<file path="src/hw/m2f_defines.svh">
`ifndef M2F_DEFINES_SVH
`define M2F_DEFINES_SVH

// Width of one data word
`define M2F_DATA_W 32

// Word address, bank base and bank size all use this width
`define M2F_ADDR_W 32

// Shared memory size in words, addresses wrap at this value
`define M2F_MEM_WORDS 256

// Each ping-pong half holds 2**M2F_HALF_LOG2 words
`define M2F_HALF_LOG2 3
`define M2F_HALF_DEPTH (1 << `M2F_HALF_LOG2)

`endif

</file>
<file path="src/hw/reader_pkg.sv">
package reader_pkg;

  // Reader FSM states
  typedef enum logic [1:0] {
    IDLE      = 2'd0,
    GET_BLOCK = 2'd1,
    READ_DATA = 2'd2,
    FINISHED  = 2'd3
  } reader_state_t;

  // Memory bank selector
  typedef enum logic {
    BANK0 = 1'b0,
    BANK1 = 1'b1
  } bank_t;

endpackage

</file>
<file path="src/hw/mem_reader_fsm.sv">
`timescale 1ns/1ps
`include "m2f_defines.svh"

module mem_reader_fsm (
  input  logic                   clk,
  input  logic                   rst,
  input  logic                   i_enable,
  input  logic                   i_ready,
  input  logic [`M2F_ADDR_W-1:0] i_count,
  input  logic [1:0]             i_fifo_rdy,
  input  logic [`M2F_DATA_W-1:0] i_mem_dat,
  input  logic                   i_mem_ack,
  output logic                   o_advance,
  output logic                   o_busy,
  output logic                   o_mem_cyc,
  output logic                   o_mem_stb,
  output logic [1:0]             o_fifo_act,
  output logic                   o_fifo_stb,
  output logic [`M2F_DATA_W-1:0] o_fifo_dat,
  output logic                   o_read_finished
);

  reader_pkg::reader_state_t state;
  logic [`M2F_ADDR_W-1:0]    blk_len;
  logic [`M2F_ADDR_W-1:0]    blk_cnt;
  logic [`M2F_HALF_LOG2:0]   half_cnt;
  logic                      word_ack;
  logic                      half_room;

  assign word_ack  = o_mem_stb && i_mem_ack;
  assign half_room = (o_fifo_act != 2'b00) && (half_cnt < `M2F_HALF_DEPTH);
  assign o_busy    = (state == reader_pkg::READ_DATA);

  // Data word lines up with the FIFO strobe one cycle after ack
  always_ff @(posedge clk) begin
    if (word_ack) begin
      o_fifo_dat <= i_mem_dat;
    end
  end

  always_ff @(posedge clk) begin
    if (rst) begin
      state           <= reader_pkg::IDLE;
      o_mem_cyc       <= 1'b0;
      o_mem_stb       <= 1'b0;
      o_fifo_act      <= 2'b00;
      o_fifo_stb      <= 1'b0;
      o_advance       <= 1'b0;
      o_read_finished <= 1'b0;
      half_cnt        <= '0;
      blk_len         <= '0;
      blk_cnt         <= '0;
    end else begin
      o_fifo_stb      <= 1'b0;
      o_advance       <= 1'b0;
      o_read_finished <= 1'b0;

      // Claim a free half, lower half first
      if (i_enable && (o_fifo_act == 2'b00) && (i_fifo_rdy != 2'b00)) begin
        half_cnt   <= '0;
        o_fifo_act <= i_fifo_rdy[0] ? 2'b01 : 2'b10;
      end

      case (state)
        reader_pkg::IDLE: begin
          o_mem_cyc <= 1'b0;
          o_mem_stb <= 1'b0;
          if (i_enable) begin
            state <= reader_pkg::GET_BLOCK;
          end
        end
        reader_pkg::GET_BLOCK: begin
          o_mem_cyc <= 1'b0;
          o_mem_stb <= 1'b0;
          if (!i_enable) begin
            state <= reader_pkg::IDLE;
          end else if (i_ready) begin
            blk_len <= i_count;
            blk_cnt <= '0;
            state   <= reader_pkg::READ_DATA;
          end
        end
        reader_pkg::READ_DATA: begin
          if (blk_cnt == blk_len) begin
            o_mem_cyc       <= 1'b0;
            o_mem_stb       <= 1'b0;
            o_read_finished <= 1'b1;
            state           <= reader_pkg::FINISHED;
          end else if (half_room) begin
            o_mem_cyc <= 1'b1;
            if (word_ack) begin
              // Gap cycle lets the tracker move the address
              o_mem_stb  <= 1'b0;
              o_fifo_stb <= 1'b1;
              o_advance  <= 1'b1;
              half_cnt   <= half_cnt + 1'b1;
              blk_cnt    <= blk_cnt + 1'b1;
            end else begin
              o_mem_stb <= 1'b1;
            end
          end else if (o_fifo_act != 2'b00) begin
            // Half is full, hand it over
            o_mem_cyc  <= 1'b0;
            o_mem_stb  <= 1'b0;
            o_fifo_act <= 2'b00;
            half_cnt   <= '0;
          end else begin
            // Wait for a free half
            o_mem_cyc <= 1'b0;
            o_mem_stb <= 1'b0;
          end
        end
        reader_pkg::FINISHED: begin
          o_mem_cyc <= 1'b0;
          o_mem_stb <= 1'b0;
          // Flush a partly filled half at the end of a block
          if ((o_fifo_act != 2'b00) && (half_cnt != '0)) begin
            o_fifo_act <= 2'b00;
            half_cnt   <= '0;
          end
          state <= reader_pkg::GET_BLOCK;
        end
        default: begin
          state <= reader_pkg::IDLE;
        end
      endcase
    end
  end

endmodule

</file>
<file path="config.mk">
export PLATFORM = sky130hd
export DESIGN_NAME = mem_reader_fsm
export DESIGN_NICKNAME = d
export VERILOG_FILES = /design/src/hw/reader_pkg.sv /design/src/hw/mem_reader_fsm.sv
export VERILOG_INCLUDE_DIRS = /design/src /design/src/hw
export SDC_FILE = /design/constraint.sdc
export NUM_CORES = 1
export LEC_CHECK = 0
export BUFFER_PORTS_ARGS = -buffer_cell sky130_fd_sc_hd__buf_2
export CAP_MARGIN = 20
export CORE_MARGIN = 4
export CORE_UTILIZATION = 52
export CTS_BUF_LIST = sky130_fd_sc_hd__clkbuf_4 sky130_fd_sc_hd__clkbuf_8
export DETAILED_ROUTE_END_ITERATION = 8
export MAX_ROUTING_LAYER = met4
export PLACE_DENSITY = 0.77
export SYNTH_ARGS = -nofsm -noshare
export SYNTH_HDL_FRONTEND = slang
export SYNTH_SLANG_ARGS = --single-unit
</file>
<file path="constraint.sdc">
create_clock -name clk -period 2.45 [get_ports clk]
set_input_delay 0.1225 -clock clk [delete_from_list [all_inputs] [get_ports clk]]
set_output_delay 0.1225 -clock clk [all_outputs]
set_load 0.02 [all_outputs]
</file>
==> summary.txt <==
Clock transition at path regs - 110 ps
Crit. path cell count - 8
P_leak - 2.67 nW
I/O pin total - 111
fin nets - 777
fin area - 6560 µm²
GP Congestion - 0.975
Tcrit/Tclk final - 96.6%
post-synthesis cell count - 525
Port Buf Inserts - 110
Die X-Extent - 105 µm
layout cell share with drive strength beyond 1 - 23.8%
drt drc - 0
Buffers & Inverters on Critical Path - 2
hold_ws - 23.8 ps
Slew @ Worst Pin - 801 ps
Net Count, Synth - 604
worst clock skew - 8.97 ps
CP max-delay cell - or4_1
Worst Setup End Kind - register
Synthesis Warnings - 0
syn_area_per_cell - 9.41 µm²
Setup WS pre-CTS - -17.9 ps
clock root buffer - clkbuf_8
max frequency - 422 MHz
clock latency on the worst-skew pair - 370 ps
FF+latch count, synth - 108
Mapped Area - 4940 µm²
Area growth syn-to-layout - 32.8%
Die ar. - 11100 µm²
htree depth - 3
ANT cells - 0
routed vias/inst - 5.66
final core utilization - 71.0%
cell chain of the critical path - inv_1 > ha_1 > a21boi_0 > nor4_2 > o211ai_1 > buf_12 > or4_1 > o21ai_0
die height - 105 µm
Power, Total - 3.59 mW
Async SR Flop Fraction - 0%
Placed Instance Area - 5680 µm²
Seq/Total Area, Yosys - 50.2%
kind of critical path - reg2reg
final hold vios - 0
Largest stage delay, worst path - 500 ps
final setup vio count - 0
drt wl/cell - 17.0 µm
VDD IR max - 0.435 mV
Main synth FF type - dfxtp_1
clk sinks - 108
FF-to-FF path depth - 8
total CTS buffers - 9
WP data required - 2750 ps
Max-Cap Viols - 0
Yosys cell types - 57
Core Rows - 35
Initial Util - 53.5%
Routed Antenna Nets - 0
CTS tree - done
Final min period - 2370 ps
Power Dens Cells - 547 nW/µm²
layout filler cell count - 717
Worst Hold Depth - 3
All-Layer GR Usage - 25.6%
grt ovf - 0
Max-Slew Margin vs Limit - 46.2%
Post-synth EDFFs - 32
vias in the first global route - 4505
1st-iter DRT viols - 421
Critical Path Source Type - register
CTS max path bufs - 2
placed cell count - 752
drt first pass iters - 7
core area - 9240 µm²
CP Max Fanout - 31
final wirelength - 14200 µm
status - finished, final reports clean
CP arrival - 2670 ps
routed via count - 4709
initial antenna violation count - 0
Finished Layout Cells - 832
Slew Viols, Final - 0
setup TNS - 0 ps
worst hold-check path type - in2reg
setup ws final - 83.1 ps
largest net degree at the start of global routing - 39
first-pass GRT wire length - 22500 µm
DP HPWL - 9360 µm
CP delay by family, top - simple AND/OR/NAND/NOR gates
==> flip-flops by register name, summed over array words and instances, names as in the netlist <==
signal / flops
blk_len: 32
state: 2
o_read_finished: 1
half_cnt: 4
o_fifo_stb: 1
o_mem_cyc: 1
o_mem_stb: 1
o_fifo_act: 2
blk_cnt: 32
o_fifo_dat: 32
==> final timing paths <==
kind / startpoint / end / slack, ps
setup / recovery: state[1]$_SDFFE_PP0P_ / blk_cnt[5]$_SDFFE_PP0P_ / 80
hold / removal: i_count[23] / blk_len[23]$_SDFFE_PP0P_ / 20
setup reg to reg: state[1]$_SDFFE_PP0P_ / blk_cnt[5]$_SDFFE_PP0P_ / 80
hold reg to reg: blk_len[29]$_SDFFE_PP0P_ / blk_len[29]$_SDFFE_PP0P_ / 480
==> layout by cell type (no fill, tap or decap), types with 4 or more instances in the layout <==
master         Yosys  routed
a21bo_2            4       4
nor3b_1            6       6
o211ai_1          10      10
edfxtp_1          32      32
dlygate4sd3_1      0      63
clkbuf_8           0       9
o41ai_1            6       6
nor4_2             0       5
nand2_1           99      99
o21ai_0           17      17
nor3_1            10      10
and3_1             9       9
xor2_1            32      32
o22a_1            13      13
a31oi_1            4       4
nor2_1            15      15
a21oi_1           41      40
nand3_1           19      19
nand2b_1           4       4
nor4_1            19      14
o31ai_1            6       6
buf_4              3      20
nand4_1            8       8
or4_1              4       4
dfxtp_1           76      75
inv_1              9       9
ha_1               8       8
buf_2              7     110
==> cell usage after synthesis (all sizes together) (8+ instances only) <==
| cell type | count | share of area [%] |
|---|---|---|
| a21oi | 41 | 4.2 |
| and3 | 10 | 1.3 |
| buf | 12 | 1.3 |
| clkbuf | 20 | 1.5 |
| dfxtp | 76 | 31 |
| edfxtp | 32 | 19 |
| ha | 8 | 2.0 |
| inv | 9 | 0.68 |
| nand2 | 100 | 7.6 |
| nand3 | 19 | 1.9 |
| nand4 | 10 | 1.7 |
| nor2 | 16 | 1.4 |
| nor3 | 10 | 1.0 |
| nor4 | 19 | 2.4 |
| o211ai | 10 | 1.5 |
| o21ai | 17 | 1.7 |
| o22a | 13 | 2.3 |
| xor2 | 32 | 5.7 |
==> cells by family (layout without fill, tap and decap cells) <==
| logic type | count (synthesis) | after routing | synth area share, % |
|---|---|---|---|
| muxes | 1 | 1 | 0.228 |
| AOI/OAI and AO/OA | 122 | 122 | 16.6 |
| buffers and inverters | 41 | 219 | 3.52 |
| DFF | 108 | 108 | 50.2 |
| xor gates and xnor gates | 33 | 33 | 5.85 |
| adders and majority gates | 8 | 8 | 2.03 |
| and+or+nand+nor | 212 | 212 | 21.6 |
==> final cells by class <==
cell class	count	area (µm²)	area share, %
repair buffers	194	1350	20.6
clock buffers	9	124	1.89
well taps	129	161	2.46
inverters	9	33.8	0.515
clock inverters	7	88.8	1.35
multi-input cells	376	2320	35.4
flip-flops and latches	108	2480	37.8
==> what timing repair did <==
item	CTS	global route
setup buffers	0	1
pin swaps	0	1
hold buffers	63	0
endpoints found under the setup margin	13	19
hold endpoints to repair	63	0
resized for setup	2	5
==> tightest hold or removal path: cells and delay by family <==
family	cells	cell delay, ps
and+or+nand+nor	1	60
buffers and inverters	1	110
AOI/OAI and AO/OA	1	60
==> power breakdown <==
part	switching, mW	internal, mW	leakage (nW)	total, mW
registers	0.0255	1.87	0.902	1.90
clock network	0.672	0.500	0.106	1.17
logic	0.292	0.226	1.66	0.518
total	0.989	2.60	2.67	3.59
==> layer usage <==
metal,track usage [%],part of all wire (%),vias to the layer above
met5,-,0,-
met4,5.46,1.6,0
met3,5.70,8.7,26
met2,42.4,48,266
met1,32.3,42,2155
li1,-,-,2262
Power figures use the tool's default switching activity.
