<file path="src/hw/m2f_defines.svh">
`ifndef M2F_DEFINES_SVH
`define M2F_DEFINES_SVH

// Width of one data word
`define M2F_DATA_W 32

// Word address, bank base and bank size all use this width
`define M2F_ADDR_W 32

// Shared memory size in words, addresses wrap at this value
`define M2F_MEM_WORDS 256

// Each ping-pong half holds 2**M2F_HALF_LOG2 words
`define M2F_HALF_LOG2 3
`define M2F_HALF_DEPTH (1 << `M2F_HALF_LOG2)

`endif

</file>
<file path="src/hw/ppfifo_pkg.sv">
package ppfifo_pkg;

  // Life cycle of one FIFO half
  typedef enum logic [1:0] {
    EMPTY    = 2'd0,
    FILLING  = 2'd1,
    FULL     = 2'd2,
    DRAINING = 2'd3
  } half_state_t;

endpackage

</file>
<file path="src/hw/ppfifo.sv">
`timescale 1ns/1ps
`include "m2f_defines.svh"

module ppfifo (
  input  logic                   clk,
  input  logic                   rst,
  input  logic [1:0]             i_wr_act,
  input  logic                   i_wr_stb,
  input  logic [`M2F_DATA_W-1:0] i_wr_dat,
  input  logic                   i_rd_act,
  input  logic                   i_rd_stb,
  output logic [1:0]             o_wr_rdy,
  output logic                   o_rd_ready,
  output logic [`M2F_HALF_LOG2:0] o_rd_size,
  output logic [`M2F_DATA_W-1:0] o_rd_data
);

  logic [`M2F_DATA_W-1:0]    store [2][`M2F_HALF_DEPTH];
  ppfifo_pkg::half_state_t   half_state [2];
  logic [`M2F_HALF_LOG2:0]   fill_cnt [2];
  logic [`M2F_HALF_LOG2-1:0] rd_ptr;
  logic                      rd_sel;
  logic                      drn_sel;
  logic                      draining;
  logic                      take;
  logic                      out_sel;

  assign o_wr_rdy[0] = (half_state[0] == ppfifo_pkg::EMPTY);
  assign o_wr_rdy[1] = (half_state[1] == ppfifo_pkg::EMPTY);

  // rd_sel names the oldest full half
  assign draining   = (half_state[drn_sel] == ppfifo_pkg::DRAINING);
  assign o_rd_ready = !draining && (half_state[rd_sel] == ppfifo_pkg::FULL);
  assign take       = o_rd_ready && i_rd_act;

  assign out_sel   = draining ? drn_sel : rd_sel;
  assign o_rd_size = fill_cnt[out_sel];
  assign o_rd_data = store[out_sel][rd_ptr];

  always_ff @(posedge clk) begin
    for (int h = 0; h < 2; h++) begin
      if (i_wr_stb && i_wr_act[h] && (half_state[h] == ppfifo_pkg::FILLING)) begin
        store[h][fill_cnt[h][`M2F_HALF_LOG2-1:0]] <= i_wr_dat;
      end
    end
  end

  always_ff @(posedge clk) begin
    if (rst) begin
      for (int h = 0; h < 2; h++) begin
        half_state[h] <= ppfifo_pkg::EMPTY;
        fill_cnt[h]   <= '0;
      end
      rd_sel  <= 1'b0;
      drn_sel <= 1'b0;
      rd_ptr  <= '0;
    end else begin
      for (int h = 0; h < 2; h++) begin
        case (half_state[h])
          ppfifo_pkg::EMPTY: begin
            if (i_wr_act[h]) begin
              half_state[h] <= ppfifo_pkg::FILLING;
              fill_cnt[h]   <= '0;
            end
          end
          ppfifo_pkg::FILLING: begin
            if (i_wr_stb && i_wr_act[h]) begin
              fill_cnt[h] <= fill_cnt[h] + 1'b1;
            end
            if (!i_wr_act[h]) begin
              if (fill_cnt[h] == '0) begin
                half_state[h] <= ppfifo_pkg::EMPTY;
              end else begin
                half_state[h] <= ppfifo_pkg::FULL;
                // Queue behind the other half if it still waits
                if ((half_state[1-h] != ppfifo_pkg::FULL) || take) begin
                  rd_sel <= h[0];
                end
              end
            end
          end
          ppfifo_pkg::FULL: begin
            if (take && (rd_sel == h[0])) begin
              half_state[h] <= ppfifo_pkg::DRAINING;
            end
          end
          ppfifo_pkg::DRAINING: begin
            if (!i_rd_act) begin
              half_state[h] <= ppfifo_pkg::EMPTY;
            end
          end
          default: begin
            half_state[h] <= ppfifo_pkg::EMPTY;
          end
        endcase
      end

      if (take) begin
        drn_sel <= rd_sel;
        // The other half is next in line
        rd_sel  <= ~rd_sel;
        rd_ptr  <= '0;
      end else if (draining && i_rd_stb) begin
        rd_ptr <= rd_ptr + 1'b1;
      end
    end
  end

endmodule

</file>
<file path="config.mk">
export PLATFORM = sky130hd
export DESIGN_NAME = ppfifo
export DESIGN_NICKNAME = d
export VERILOG_FILES = /design/src/hw/ppfifo_pkg.sv /design/src/hw/ppfifo.sv
export VERILOG_INCLUDE_DIRS = /design/src /design/src/hw
export SDC_FILE = /design/constraint.sdc
export NUM_CORES = 1
export LEC_CHECK = 0
export BUFFER_PORTS_ARGS = -buffer_cell sky130_fd_sc_hd__buf_4
export CAP_MARGIN = 30
export CORE_ASPECT_RATIO = 0.5
export CORE_MARGIN = 2
export CORE_UTILIZATION = 30
export CTS_CLUSTER_DIAMETER = 60
export DETAILED_ROUTE_END_ITERATION = 6
export PLACE_DENSITY = 0.54
export SYNTH_ARGS = -nofsm -noshare
export SYNTH_HDL_FRONTEND = slang
export SYNTH_SLANG_ARGS = --single-unit
</file>
<file path="constraint.sdc">
create_clock -name clk -period 7.4 [get_ports clk]
set_input_delay 0.74 -clock clk [delete_from_list [all_inputs] [get_ports clk]]
set_output_delay 0.74 -clock clk [all_outputs]
set_load 0.01 [all_outputs]
</file>
==> results_tabular.tex <==
\begin{tabular}{lr}
\hline
Metric & Value \\
\hline
\multicolumn{2}{l}{\textbf{Timing}} \\
\quad Actual transition at the worst max-transition pin & 1030 ps \\
\quad Final worst-path cycle share & 0.682 \\
\quad Count of pins over their slew limit & 0 \\
\quad Period minus WS final & 5050 ps \\
\quad Fmax & 198 MHz \\
\quad Final Setup Violations & 0 \\
\quad Setup tns final & 0 ps \\
\quad Worst hold slack & 442 ps \\
\quad Slew HR & 0.313 \\
\quad Worst setup skew after layout & 16.4 ps \\
\quad Fin. Hold Viols & 0 \\
\quad RSZ-0062 raised after global routing & no \\
\multicolumn{2}{l}{\textbf{Clock network}} \\
\quad Number of buffers added to fix hold violations after cts & 0 \\
\quad Number of clock sinks & 530 \\
\quad Insertion delay of the later-clocked pin in the worst-skew pair & 600 ps \\
\quad Cells resized by post-CTS repair & 0 \\
\quad Max H-tree Level & 2 \\
\quad Root Driver & clkbuf\_16 \\
\quad Clock Tree Buf Depth & 3 \\
\quad TritonCTS clock tree & built \\
\quad Cts bufs inserted & 53 \\
\quad Clk pin slew, worst setup/hold paths & 60 ps \\
\quad Post-CTS setup-driven buffer insertion count & 0 \\
\multicolumn{2}{l}{\textbf{Job}} \\
\quad Max-cap check violation count & 0 \\
\multicolumn{2}{l}{\textbf{Placed design}} \\
\quad Gp weighted congestion & 0.760 \\
\quad Number of I/O port buffers & 77 \\
\quad Half-perimeter wire length of the detailed placement result & 27.4 mm \\
\multicolumn{2}{l}{\textbf{Finish}} \\
\quad Fraction of final layout cells sized beyond drive strength 1 & 0.160 \\
\quad P\&R area growth vs syn & 15.7\% \\
\quad Most used cells in the layout excluding fill and tap cells & edfxtp\_1, nand2\_1, and3\_1 \\
\quad Number of nets in the final layout & 1494 \\
\quad Number of antenna repair diodes & 0 \\
\quad Most frequent standard cell in the layout excluding fill and tap cells & edfxtp\_1 \\
\quad Number of filler cells placed in the layout & 6737 \\
\multicolumn{2}{l}{\textbf{Synthesis}} \\
\quad Number of instances in the synthesized netlist & 1396 \\
\quad Number of flops mapped to enable cells by yosys & 524 \\
\quad Post-Syn Area & 21400 um\^{}2 \\
\quad Yosys cell types & 49 \\
\quad Synthesized area per cell & 15.4 um\^{}2 \\
\quad Ys async rst share & 0 \\
\quad Synthesis-stage register bit count & 530 \\
\quad Yosys warning count & 0 \\
\quad Predominant post-synthesis flop cell & edfxtp\_1 \\
\quad Syn Nets & 1440 \\
\quad Sequential-to-total area share from yosys stat & 0.740 \\
\multicolumn{2}{l}{\textbf{Setup path}} \\
\quad Critical-path maximum fanout & 39 \\
\quad Crit path DAT & 4310 ps \\
\quad Number of cells on the worst reg-to-reg path & 4 \\
\quad Worst setup path category & flop to primary output \\
\quad Data required time at the worst endpoint & 6660 ps \\
\quad Startpoint type of the worst setup path & flop \\
\quad Critical path endpoint category & primary output \\
\multicolumn{2}{l}{\textbf{Route}} \\
\quad Routed wire length per instance & 22.9 um \\
\quad Remaining antenna violation count & 0 \\
\quad DRC marker count from the first detailed-route iteration & 1075 \\
\quad Via total after detailed routing & 12600 \\
\quad Via-to-Cell Ratio & 5.16 \\
\quad Post-detailed-route DRC marker count & 0 \\
\quad Wire length after detailed routing & 56.1 mm \\
\quad Detailed-routing iteration count for the pre-antenna-repair pass & 5 \\
\multicolumn{2}{l}{\textbf{Power and ir drop}} \\
\quad Peak supply drop & 0.171 mV \\
\quad LEAKAGE & 7.85 nW \\
\quad Total power density per cell area & 268 nW/um\^{}2 \\
\quad Total power & 6.65 mW \\
\multicolumn{2}{l}{\textbf{Die}} \\
\quad Initial core utilization & 0.302 \\
\quad Die outline width & 382 um \\
\quad Die Footprint & 73700 um\^{}2 \\
\quad Chip height & 193 um \\
\quad Area of the core & 70900 um\^{}2 \\
\quad Number of top-level design ports & 78 \\
\quad Cell Rows & 69 \\
\multicolumn{2}{l}{\textbf{GRT}} \\
\quad Overflow left after global routing & 0 \\
\quad Number of global-route vias before repair & 12400 \\
\quad Number of antenna violations at the first check in global routing & 0 \\
\quad Total routing usage reported by global routing & 0.148 \\
\quad Largest net degree at the start of global routing & 122 \\
\quad Wire length of the first global-routing pass & 82.0 mm \\
\multicolumn{2}{l}{\textbf{Run status}} \\
\quad Status & finished, final reports clean \\
\multicolumn{2}{l}{\textbf{Worst hold path}} \\
\quad Hold path cells & 1 \\
\quad Classification of the worst-slack hold path & input port to flop \\
\hline
\end{tabular}
[worst paths after layout]
check	from	endpoint	slack, ps
setup reg to reg	half_state[0][1]	store[0][163]	4520
hold reg to reg	drn_sel	drn_sel	610
hold / removal	i_wr_dat[0]	store[0][160]	440
setup / recovery	half_state[1][0]	o_rd_data[10]	2350
[state kept, by name, summed over array words and instances, names as in the netlist, named ones only]
name and count:
rd_sel 1, drn_sel 1, store 512, half_state 4
rd_ptr 3, fill_cnt 8
[cell usage after synthesis, types with 8 or more instances]
library cell  instances  area [um^2]
a31oi_1              14         87.6
nand2b_1             11         68.8
and3_1              150          938
nand2_1             155          582
nor3_1               12         60.1
a32o_1               21          210
nand3_1              15         75.1
buf_2                18         90.1
or4_1                56          420
a31o_1                8         70.1
edfxtp_1            524        15700
nor2_1               24         90.1
clkbuf_1             75          282
nor4_1                8         50.1
a211oi_1            126          946
mux2i_1              23          230
o311ai_0             32          280
o41ai_2              21          342
o21ai_0               8         40.0
[routing by layer]
| metal | vias up | GRT usage | wire, um |
|---|---|---|---|
| li1 | 5714 | - | - |
| met1 | 6499 | 0.205 | 25300 |
| met2 | 350 | 0.246 | 26800 |
| met3 | 69 | 0.0198 | 2910 |
| met4 | 0 | 0.0429 | 1090 |
| met5 | - | 0 | 0 |
[kinds of logic (layout without fill, tap and decap cells)]
kind of cell             count (synthesis)  count (layout)  share of synthesized area
AND/OR/NAND/NOR                        455             455                      0.115
buffers and inverters                  120             215                     0.0268
AO/OA/AOI/OAI                          251             251                     0.0991
adder cells (fa/ha/maj)                  5               5                    0.00292
XOR/XNOR                                 6               6                    0.00245
flip-flops                             530             530                      0.740
multiplexers                            29              29                     0.0139
[layout make-up]
type	instances	area (um^2)	area share
Timing Repair Buffer	112	926	0.0373
Clock inverter	30	181	0.00732
Tap cell	958	1200	0.0483
Multi-Input combinational cell	746	5190	0.209
Clock buffer	66	1420	0.0572
Sequential cell	530	15900	0.640
Inverter	7	26.3	0.00106
[metrics by stage]
| step | instance area [um^2] | instances | worst slack, ps | utilization |
|---|---|---|---|---|
| after floorplan | 21400 | 1396 | 3500 | - |
| after global placement | 23100 | 2347 | 2900 | 0.325 |
| after detailed placement | 23200 | 2351 | 2950 | 0.327 |
| after CTS | 24800 | 2447 | 2290 | 0.349 |
| after global routing | 24800 | 2449 | 2100 | 0.350 |
| final | 24800 | 2449 | 2350 | 0.350 |
[critical path, stage by stage (launching register included)]
cell	delay, ps
edfxtp_1	550
nand3_2	260
and3_4	400
nor2_4	820
buf_4	580
o311ai_0	200
or4_1	500
o41ai_1	120
buf_4	210
[report_power, final]
part	leakage [nW]	total [mW]	switching (mW)	internal (mW)
registers	4.78	3.39	0.0376	3.35
logic	2.28	0.738	0.469	0.269
clock network	0.779	2.52	1.10	1.42
total	7.85	6.65	1.61	5.04
(Power assumes the default switching activity.)
