===== config.mk =====
export PLATFORM = sky130hd
export DESIGN_NAME = bank_tracker
export DESIGN_NICKNAME = d
export VERILOG_FILES = /design/src/hw/reader_pkg.sv /design/src/hw/bank_tracker.sv
export VERILOG_INCLUDE_DIRS = /design/src /design/src/hw
export SDC_FILE = /design/constraint.sdc
export NUM_CORES = 1
export LEC_CHECK = 0
export BUFFER_PORTS_ARGS = -buffer_cell sky130_fd_sc_hd__buf_2
export CORE_MARGIN = 2
export CORE_UTILIZATION = 30
export DETAILED_ROUTE_END_ITERATION = 10
export PLACE_DENSITY = 0.52
export SYNTH_ARGS = -nofsm -noshare
export SYNTH_HDL_FRONTEND = slang
export SYNTH_SLANG_ARGS = --single-unit
export TNS_END_PERCENT = 30

===== constraint.sdc =====
create_clock -name clk -period 13.1 [get_ports clk]
set_input_delay 2.62 -clock clk [delete_from_list [all_inputs] [get_ports clk]]
set_output_delay 2.62 -clock clk [all_outputs]
set_load 0.01 [all_outputs]

===== src/hw/m2f_defines.svh =====
`ifndef M2F_DEFINES_SVH
`define M2F_DEFINES_SVH

// Width of one data word
`define M2F_DATA_W 32

// Word address, bank base and bank size all use this width
`define M2F_ADDR_W 32

// Shared memory size in words, addresses wrap at this value
`define M2F_MEM_WORDS 256

// Each ping-pong half holds 2**M2F_HALF_LOG2 words
`define M2F_HALF_LOG2 3
`define M2F_HALF_DEPTH (1 << `M2F_HALF_LOG2)

`endif


===== src/hw/reader_pkg.sv =====
package reader_pkg;

  // Reader FSM states
  typedef enum logic [1:0] {
    IDLE      = 2'd0,
    GET_BLOCK = 2'd1,
    READ_DATA = 2'd2,
    FINISHED  = 2'd3
  } reader_state_t;

  // Memory bank selector
  typedef enum logic {
    BANK0 = 1'b0,
    BANK1 = 1'b1
  } bank_t;

endpackage


===== src/hw/bank_tracker.sv =====
`timescale 1ns/1ps
`include "m2f_defines.svh"

module bank_tracker (
  input  logic                   clk,
  input  logic                   rst,
  input  logic [`M2F_ADDR_W-1:0] i_mem0_base,
  input  logic [`M2F_ADDR_W-1:0] i_mem0_size,
  input  logic                   i_mem0_new,
  input  logic [`M2F_ADDR_W-1:0] i_mem1_base,
  input  logic [`M2F_ADDR_W-1:0] i_mem1_size,
  input  logic                   i_mem1_new,
  input  logic                   i_advance,
  input  logic                   i_busy,
  output logic                   o_ready,
  output reader_pkg::bank_t      o_bank,
  output logic [`M2F_ADDR_W-1:0] o_count,
  output logic [`M2F_ADDR_W-1:0] o_adr,
  output logic [`M2F_ADDR_W-1:0] o_mem0_count,
  output logic [`M2F_ADDR_W-1:0] o_mem1_count,
  output logic                   o_mem0_empty,
  output logic                   o_mem1_empty
);

  logic [`M2F_ADDR_W-1:0] ptr0;
  logic [`M2F_ADDR_W-1:0] ptr1;
  logic [`M2F_ADDR_W-1:0] active_base;
  logic [`M2F_ADDR_W-1:0] active_ptr;
  logic                   sel1;

  // Words left in each bank
  assign o_mem0_count = i_mem0_size - ptr0;
  assign o_mem1_count = i_mem1_size - ptr1;
  assign o_mem0_empty = (o_mem0_count == '0);
  assign o_mem1_empty = (o_mem1_count == '0);

  assign sel1        = (o_bank == reader_pkg::BANK1);
  assign active_base = sel1 ? i_mem1_base : i_mem0_base;
  assign active_ptr  = sel1 ? ptr1 : ptr0;
  assign o_count     = sel1 ? o_mem1_count : o_mem0_count;

  // Read address wraps around the end of the memory
  assign o_adr = (active_base + active_ptr) % `M2F_MEM_WORDS;

  always_ff @(posedge clk) begin
    if (rst) begin
      ptr0 <= '0;
      ptr1 <= '0;
    end else begin
      // New data rewinds a bank and wins over advance
      if (i_mem0_new) begin
        ptr0 <= '0;
      end else if (i_advance && !sel1) begin
        ptr0 <= ptr0 + 1'b1;
      end
      if (i_mem1_new) begin
        ptr1 <= '0;
      end else if (i_advance && sel1) begin
        ptr1 <= ptr1 + 1'b1;
      end
    end
  end

  always_ff @(posedge clk) begin
    if (rst) begin
      o_ready <= 1'b0;
      o_bank  <= reader_pkg::BANK0;
    end else if (!o_ready) begin
      // No bank switch while the reader is in a block
      if (!i_busy) begin
        if (!o_mem0_empty) begin
          o_ready <= 1'b1;
          o_bank  <= reader_pkg::BANK0;
        end else if (!o_mem1_empty) begin
          o_ready <= 1'b1;
          o_bank  <= reader_pkg::BANK1;
        end
      end
    end else if ((o_count == '0) && !i_advance) begin
      o_ready <= 1'b0;
    end
  end

endmodule


==> results.py, run 1 <==
metrics = {
    "cts": {
        "cts_resized": 0,
        "clock_sinks": 66,
        "cts-root-buf": "clkbuf_16",
        "clk_pin_slew_ps": 50,
        "cts_tree": "yes",
        "post_cts.repair.setup_buffers": 0,
        "clk_latency_ps": 350,
        "postCtsHoldBufs": 0,
        "cts-htree-levels": 3,
        "cts_buffers": 9,
        "cts_buffer_depth": 2,
    },
    "setup_path": {
        "crit_buf_inv": 4,
        "crit_start": "i_mem1_size[0]",
        "crit_chain": "buf_2 > inv_1 > ha_1 > fa_1 > nor2b_1 > o2111ai_1 > and3b_2 > xnor2_1 > or4_1 > or4_1 > or4_1 > or4b_4 > inv_1 > buf_2",
        "critical_path.endpoint_type": "primary output",
        "cpLargestDelayFamily": "simple AND/OR/NAND/NOR gates",
        "critPathLaunchType": "primary input",
        "path_common_cell": "or4_1",
        "crit_type": "primary input to primary output",
        "r2r_start": "ptr1[6]",
        "crit_required_ps": 10480,
        "critPathMaxFanout": 3,
        "arrival_ps": 6570,
        "crit_path_max_incr_delay_ps": 570,
        "slowest_stage": "or4_1",
    },
    "layout": {
        "num-nets-final": 1585,
        "layout-drive-gt1-share_pct": 17.9,
        "layout_common_cells": "193 x buf_2, 138 x nor2_1, 110 x nand2_1",
        "fin_util_pct": 35.9,
        "final_common_cell": "buf_2",
        "final_area_um2": 9980,
        "areaGrowthSynthToFinish_pct": 17.8,
        "final_cell_count_no_fill": 1762,
    },
    "floorplanning": {
        "dieArea_um2": 29600,
        "start_util_pct": 30.5,
        "io_pins": 266,
        "die_w_um": 172,
        "die_h_um": 172,
        "coreArea_um2": 27800,
        "rows": 61,
    },
    "outcome": {
        "status": "finished, final reports clean",
    },
    "synthesis": {
        "synthArstFlopShare_pct": 0,
        "ys_seq_area_share_pct": 15.6,
        "ys_ff_latch": 66,
        "avgSynthCellArea_um2": 6.98,
        "syn_inst": 1213,
        "synth_area_um2": 8470,
        "synth_cell_types": 74,
        "ys_warn_count": 0,
        "synth_edf_count": 0,
        "synth_flop_cell": "dfxtp_1",
    },
    "placed_design": {
        "dp_hpwl_um": 25400,
        "portBuffers": 193,
        "gp_congestion": 0.893,
        "post_dp_cell_area_um2": 9690,
        "dpl.cell_count": 1744,
    },
    "timing": {
        "setup_viol": 0,
        "rsz0062_at_grt": "false",
        "holdWs_ps": 508,
        "worst_pin_slew_ps": 968,
        "hold_viol": 0,
        "min_period_ps": 9190,
        "fmax_mhz": 109,
        "finClkSkew_ps": 11.1,
        "finalSetupTns_ps": 0,
        "slew_headroom_pct": 34.6,
        "finalCritPeriodShare_pct": 70.1,
        "slew_violations": 0,
    },
    "power_and_ir_drop": {
        "p_leak_nw": 3.96,
        "p_per_area_nw_per_um2": 74.4,
        "ir_drop_uv": 44.3,
    },
    "detailed_routing": {
        "vias_per_cell": 5.22,
        "first_iter_violations": 547,
        "ant_nets": 0,
        "vias": 9193,
        "wire_per_inst_um": 17.5,
        "drc": 0,
        "dr.pass1.iters": 8,
        "routed_wl_um": 30800,
    },
    "grt": {
        "grt_pass1_wl_um": 47500,
        "grt_max_degree": 48,
        "grt_pass1_vias": 8591,
        "grt_overflow": 0,
        "track_usage_pct": 20.8,
        "grt_antenna_before_repair": 4,
    },
    "worst_hold_path": {
        "hold_path.startpoint": "ptr0[25]",
        "hp-class": "register to register",
    },
    "flow_run": {
        "maxCapViolations": 0,
    },
}
[stage by stage]
step / worst slack [ps] / power (mW)
after floorplan: 4560 / 0.386
after global placement: 3980 / 0.497
after detailed placement: 3940 / 0.496
after CTS: 3930 / 0.750
after global routing: 3820 / 0.785
final: 3910 / 0.743
[tightest hold or removal path: stages, from the launching register on]
cell	delay, ps
dfxtp_1	320
o21ai_0	80
a21oi_1	60
[final timing paths]
check	end	slack (ps)	depth (start not counted)
worst min register to register	ptr0[25]	510	2
worst max register to register	o_ready	8760	12
worst max-delay path	o_mem1_empty	3910	14
worst min-delay path	ptr0[25]	510	2
[sequential cells by signal, summed over array words and instances (netlist names)]
| signal | flops |
|---|---|
| ptr0 | 32 |
| o_ready | 1 |
| ptr1 | 32 |
| o_bank | 1 |
[metal layers]
layer / GRT usage, % / part of all wire [%]
met5: 0 / 0.042
met4: 4.90 / 1.8
met3: 5.15 / 8.0
met2: 33.1 / 44
met1: 28.3 / 46
[cell usage after synthesis (12+ instances only)]
master / number / area, µm²
nand3_1: 52 / 260
mux2_2: 19 / 214
o21a_1: 12 / 90.1
nand2_1: 110 / 413
a21oi_1: 85 / 425
ha_1: 71 / 888
nand4_1: 31 / 194
o21ai_0: 55 / 275
buf_4: 24 / 180
and3_1: 14 / 87.6
a21o_1: 21 / 158
nor2b_1: 12 / 75.1
xor2_1: 23 / 201
o21bai_1: 12 / 90.1
inv_1: 101 / 379
nor3_1: 36 / 180
nor4_1: 16 / 100
and2_1: 17 / 106
nor2_1: 138 / 518
clkbuf_1: 39 / 146
xnor2_1: 84 / 736
dfxtp_1: 66 / 1320
[cells by family (layout without fill, tap and decap cells)]
group	Yosys count	in the layout	synth area share, %
xor gates and xnor gates	107	107	11.1
muxes	24	24	3.12
buffers and inverters	170	315	8.70
DFF	66	66	15.6
and+or+nand+nor	485	485	28.0
other	1	27	0.0443
AOI/OAI and AO/OA	286	286	22.2
adders and majority gates	74	74	11.2
[final cells by class]
cell class / instances / area, µm²
Clock buffer: 12 / 246
Multi-Input combinational cell: 1000 / 6500
Tap cell: 378 / 473
Inverter: 101 / 379
Antenna cell: 3 / 7.51
Timing Repair Buffer: 199 / 1010
Fill cell: 3098 / 17800
Sequential cell: 66 / 1320
Clock inverter: 3 / 40.0
[power breakdown]
group / internal, mW / switching (mW) / leakage, nW / total, mW
clock: 0.151 / 0.0980 / 0.142 / 0.249
combinational: 0.108 / 0.182 / 3.29 / 0.290
sequential: 0.201 / 0.00239 / 0.532 / 0.204
total: 0.460 / 0.283 / 3.96 / 0.743
No activity file was read; power rests on OpenSTA's default activity.
==> run 2, diff against run 1 <==
clock period = 9.3 ns   (was 13.1 ns; I/O delays follow)
==> run 2 against run 1 <==
Compared with the run above:
- first-iteration DRC count is 9.1% lower
- combinational power is 41% higher
- hold slack better by 3.9 ps
- clock skew is 2.1 ps lower
- utilization is 0.11 points higher
- power is 45% higher
- sequential share of layout area hardly changed
- die area stayed put
- critical path type unchanged
- critical endpoint unchanged
- largest cell class unchanged
- largest power group unchanged
==> results.py, run 2 (synthesis results as in run 1) <==
metrics = {
    "outcome": {
        "status": "finished, final reports clean",
    },
    "cts": {
        "cts_buffers": 9,
        "cts-root-buf": "clkbuf_16",
        "postCtsHoldBufs": 0,
        "clock_sinks": 66,
        "cts_resized": 0,
        "post_cts.repair.setup_buffers": 0,
        "cts_tree": "yes",
        "clk_latency_ps": 350,
        "cts_buffer_depth": 2,
        "cts-htree-levels": 3,
        "clk_pin_slew_ps": 50,
    },
    "power_and_ir_drop": {
        "p_leak_nw": 3.97,
        "pwr-share-seq_pct": 26.6,
        "ir_drop_uv": 80.1,
        "p_per_area_nw_per_um2": 108,
        "internal-power_uw": 678,
        "switching_share_pct": 37.2,
        "clock_power_share_pct": 35.5,
        "p_comb_share_pct": 37.9,
        "total_power_mw": 1.08,
        "p_switching_uw": 401,
    },
    "worst_hold_path": {
        "hold_path_depth": 2,
        "hp-class": "register to register",
        "hold_path.startpoint": "ptr0[13]",
        "hold_end": "ptr0[13]",
    },
    "placed_design": {
        "dp_slack_ps": 1690,
        "gp_congestion": 0.885,
        "post_dp_cell_area_um2": 9690,
        "dp_hpwl_um": 25600,
        "portBuffers": 193,
    },
    "timing": {
        "finalWorstSetupSlack_ps": 1650,
        "finClkSkew_ps": 8.99,
        "hold_viol": 0,
        "rsz0062_at_grt": "false",
        "fmax_mhz": 131,
        "finalSetupTns_ps": 0,
        "setup_viol": 0,
        "worst_pin_slew_ps": 990,
        "slew_headroom_pct": 33.2,
        "min_period_ps": 7650,
        "slew_violations": 0,
        "finalCritPeriodShare_pct": 82.3,
    },
    "floorplanning": {
        "die_w_um": 172,
        "die_h_um": 172,
        "dieArea_um2": 29600,
        "rows": 61,
        "coreArea_um2": 27800,
        "io_pins": 266,
        "start_util_pct": 30.5,
    },
    "grt": {
        "grt_max_degree": 48,
        "grt_antenna_before_repair": 4,
        "grt_pass1_vias": 8733,
        "grt_overflow": 0,
        "track_usage_pct": 20.9,
        "grt_pass1_wl_um": 47800,
    },
    "setup_path": {
        "arrival_ps": 5790,
        "crit_start": "i_mem1_size[0]",
        "crit_type": "primary input to primary output",
        "r2r_slack_ps": 4950,
        "rr_worst_depth": 12,
        "crit_required_ps": 7440,
        "critPathLaunchType": "primary input",
        "critical_path.endpoint_type": "primary output",
        "r2r_end": "o_ready",
        "critPathMaxFanout": 3,
        "r2r_start": "ptr1[6]",
    },
    "layout": {
        "seq_area_um2": 1320,
        "fill_cells": 3124,
        "multi_input_area_um2": 6500,
        "final_area_um2": 10000,
        "layout-drive-gt1-share_pct": 17.9,
        "num-nets-final": 1585,
        "areaGrowthSynthToFinish_pct": 18.2,
        "largestRegisters": "ptr0 (32), ptr1 (32)",
        "final_common_cell": "buf_2",
        "layout_common_cells": "193 x buf_2, 138 x nor2_1, 110 x nand2_1",
    },
    "detailed_routing": {
        "dr.pass1.iters": 5,
        "vias": 9212,
        "wire_per_inst_um": 17.6,
        "vias_per_cell": 5.23,
        "routed_wl_um": 30900,
        "drc": 0,
        "ant_nets": 0,
        "first_iter_violations": 497,
    },
    "flow_run": {
        "maxCapViolations": 0,
    },
}
[run 2: layout make-up]
class	count	area share [%]
diodes	1	0.0250
repair buffers	199	10.1
multi-input cells	1000	64.9
well taps	378	4.73
clock buffers	12	2.46
flip-flops and latches	66	13.2
inverters	101	3.79
clock inverters	4	0.750
[run 2: routing by layer]
layer | routed length, µm | track usage (%) | up-vias
met1 | 14400 | 28.0 | 4235
met3 | 2260 | 5.06 | 38
met2 | 13600 | 33.9 | 333
met5 | 30 | 0 | -
met4 | 628 | 5.08 | 6
li1 | - | - | 4600
[run 2: worst max path at each step]
stage / endpoint / slack, ps / cells after the start
final: o_mem1_empty / 1650 / 14
after global routing: o_mem1_empty / 1480 / 12
after CTS: o_mem1_empty / 1670 / 14
after detailed placement: o_mem1_empty / 1690 / 14
after global placement: o_mem1_empty / 1700 / 14
after floorplan: o_mem1_empty / 2280 / 12
[run 2: power groups by stage]
stage	sequential (mW)	combinational (mW)	clock [mW]
2_1_floorplan	0.291	0.252	0
3_3_place_gp	0.293	0.406	0
3_5_place_dp	0.293	0.405	0
4_1_cts	0.287	0.408	0.396
5_1_grt	0.287	0.447	0.406
6_report	0.287	0.409	0.383
[run 2: critical path, stage by stage]
cell and delay (ps):
buf_2 80, inv_1 40, ha_1 230, fa_1 440
nor2b_1 140, o2111ai_1 160, and3b_2 280, xnor2_1 200
or4_1 560, or4_1 550, or4_1 430, or4b_4 540
inv_1 140, buf_2 150
[run 2: through the flow]
stage	std cells	util [%]	hold WS [ps]
final	1761	36.0	512
after global routing	1760	36.0	526
after CTS	1760	36.0	510
after detailed placement	1744	34.9	502
after global placement	1744	34.9	492
after floorplan	1236	-	471
==> run 3, diff against run 2 <==
PLACE_DENSITY = 0.54   (was 0.52)
clock period = 6.5 ns   (was 9.3 ns; I/O delays follow)
==> run 3 against run 2 <==
Compared with the run above:
- wire length up 0.48%
- die area unchanged
- power up 43%
- global-route usage down 0.095 points
- non-clock buffer count up 25
- clock skew about the same
==> results.py, run 3 (synthesis results as in run 1) <==
metrics = {
    "outcome": {
        "status": "finished, final reports clean",
    },
    "setup_path": {
        "crit_required_ps": 5200,
        "critPathLaunchType": "primary input",
        "critPathMaxFanout": 8,
        "crit_type": "primary input to primary output",
        "critical_path.endpoint_type": "primary output",
        "arrival_ps": 5000,
    },
    "timing": {
        "rsz0062_at_grt": "false",
        "finalCritPeriodShare_pct": 96.9,
        "slew_headroom_pct": 43.6,
        "setup_viol": 0,
        "finalSetupTns_ps": 0,
        "worst_pin_slew_ps": 840,
        "min_period_ps": 6300,
        "finalWorstSetupSlack_ps": 202,
        "holdWs_ps": 506,
        "fmax_mhz": 159,
        "hold_viol": 0,
        "slew_violations": 0,
        "finClkSkew_ps": 9.16,
    },
    "placed_design": {
        "gp_congestion": 0.930,
        "dp_slack_ps": 192,
        "dp_hpwl_um": 25900,
        "dpl.cell_count": 1769,
        "portBuffers": 193,
        "post_dp_cell_area_um2": 9870,
    },
    "floorplanning": {
        "start_util_pct": 30.5,
        "coreArea_um2": 27800,
        "io_pins": 266,
        "dieArea_um2": 29600,
        "die_w_um": 172,
        "rows": 61,
        "die_h_um": 172,
    },
    "detailed_routing": {
        "first_iter_violations": 596,
        "wl_met2_um": 13600,
        "ant_nets": 0,
        "dr.max_layer_used": "met5",
        "drt-met1-wl_um": 14700,
        "wl_met3_um": 1800,
        "wire_per_inst_um": 17.4,
        "vias_per_cell": 5.20,
        "routed_wl_um": 31100,
        "dr.pass1.iters": 5,
        "drc": 0,
        "vias": 9296,
    },
    "cts": {
        "clk_pin_slew_ps": 60,
        "cts_tree": "yes",
        "clk_latency_ps": 350,
        "cts-htree-levels": 3,
        "cts_buffer_depth": 2,
        "clock_sinks": 66,
        "postCtsHoldBufs": 0,
        "cts_buffers": 9,
        "cts-root-buf": "clkbuf_16",
    },
    "power_and_ir_drop": {
        "p_leak_nw": 4.08,
        "total_power_mw": 1.54,
        "clock_power_share_pct": 34.0,
        "internal-power_uw": 957,
        "pwr-share-seq_pct": 26.7,
        "p_per_area_nw_per_um2": 151,
        "switching_share_pct": 37.8,
        "p_switching_uw": 582,
        "p_comb_share_pct": 39.3,
        "ir_drop_uv": 118,
    },
    "flow_run": {
        "maxCapViolations": 0,
    },
    "layout": {
        "final_area_um2": 10200,
        "fill_cells": 3086,
        "layout-drive-gt1-share_pct": 19.5,
        "areaGrowthSynthToFinish_pct": 20.2,
        "final_cell_count_no_fill": 1786,
        "num-nets-final": 1610,
        "fin_util_pct": 36.7,
        "layout_common_cells": "193 x buf_2, 138 x nor2_1, 110 x nand2_1",
        "final_common_cell": "buf_2",
        "largestRegisters": "ptr0 (32), ptr1 (32)",
        "multi_input_area_um2": 6500,
        "seq_area_um2": 1320,
    },
    "worst_hold_path": {
        "hp-class": "register to register",
    },
    "grt": {
        "track_usage_pct": 20.8,
        "grt_pass1_wl_um": 47100,
        "grt_pass1_vias": 8566,
        "grt_overflow": 0,
        "grt_antenna_before_repair": 3,
        "grt_max_degree": 33,
    },
}
## run 3: cell types whose count changed in the layout (fill, tap and decap cells not counted)
| cell | previous run | this run |
|---|---|---|
| clkbuf_1 | 2 | 1 |
| fa_2 | 0 | 1 |
| bufinv_16 | 2 | 1 |
| fa_1 | 3 | 2 |
| clkinv_2 | 0 | 1 |
| clkbuf_8 | 1 | 2 |
| buf_4 | 6 | 31 |
## run 3: worst paths after layout
kind                  startpoint           end  slack, ps  cells after the start
setup / recovery  i_mem1_size[4]  o_mem1_empty        200                     13
hold / removal          ptr0[25]      ptr0[25]        510                      2
setup reg to reg         ptr1[5]       o_ready       2160                     14
hold reg to reg         ptr0[25]      ptr0[25]        510                      2
## run 3: power groups by stage
stage / Sequential, mW / Combinational, mW / Clock (mW)
floorplan: 0.417 / 0.360 / 0
global placement: 0.419 / 0.602 / 0
detailed placement: 0.419 / 0.601 / 0
CTS: 0.410 / 0.606 / 0.536
global route: 0.411 / 0.661 / 0.550
finish: 0.410 / 0.606 / 0.523
## run 3: critical path, cell delays in order
cell,delay (ps)
buf_2,120
ha_1,450
nand4_1,130
a21oi_1,410
o211ai_1,260
a2111oi_0,800
buf_4,250
o21ai_0,70
and3b_1,190
nor2_1,210
or4b_4,500
inv_1,140
buf_2,150
## run 3: repair_timing
action	4_1_cts	5_1_grt
setup buffers	0	0
hold endpoints to repair	0	0
gates resized for setup	0	1
endpoints found under the setup margin	0	1
## run 3: cell type report
cell class	count	area share, %
well taps	378	4.64
diodes	1	0.0246
clock inverters	4	0.491
flip-flops and latches	66	13.0
clock buffers	12	2.52
inverters	101	3.72
repair buffers	224	11.8
multi-input cells	1000	63.8
## run 3: metal layers
layer  vias to the layer above  track usage, %
li1                       4644               -
met1                      4289            28.3
met2                       310            33.3
met3                        49            3.46
met4                         4            7.31
met5                         -               0
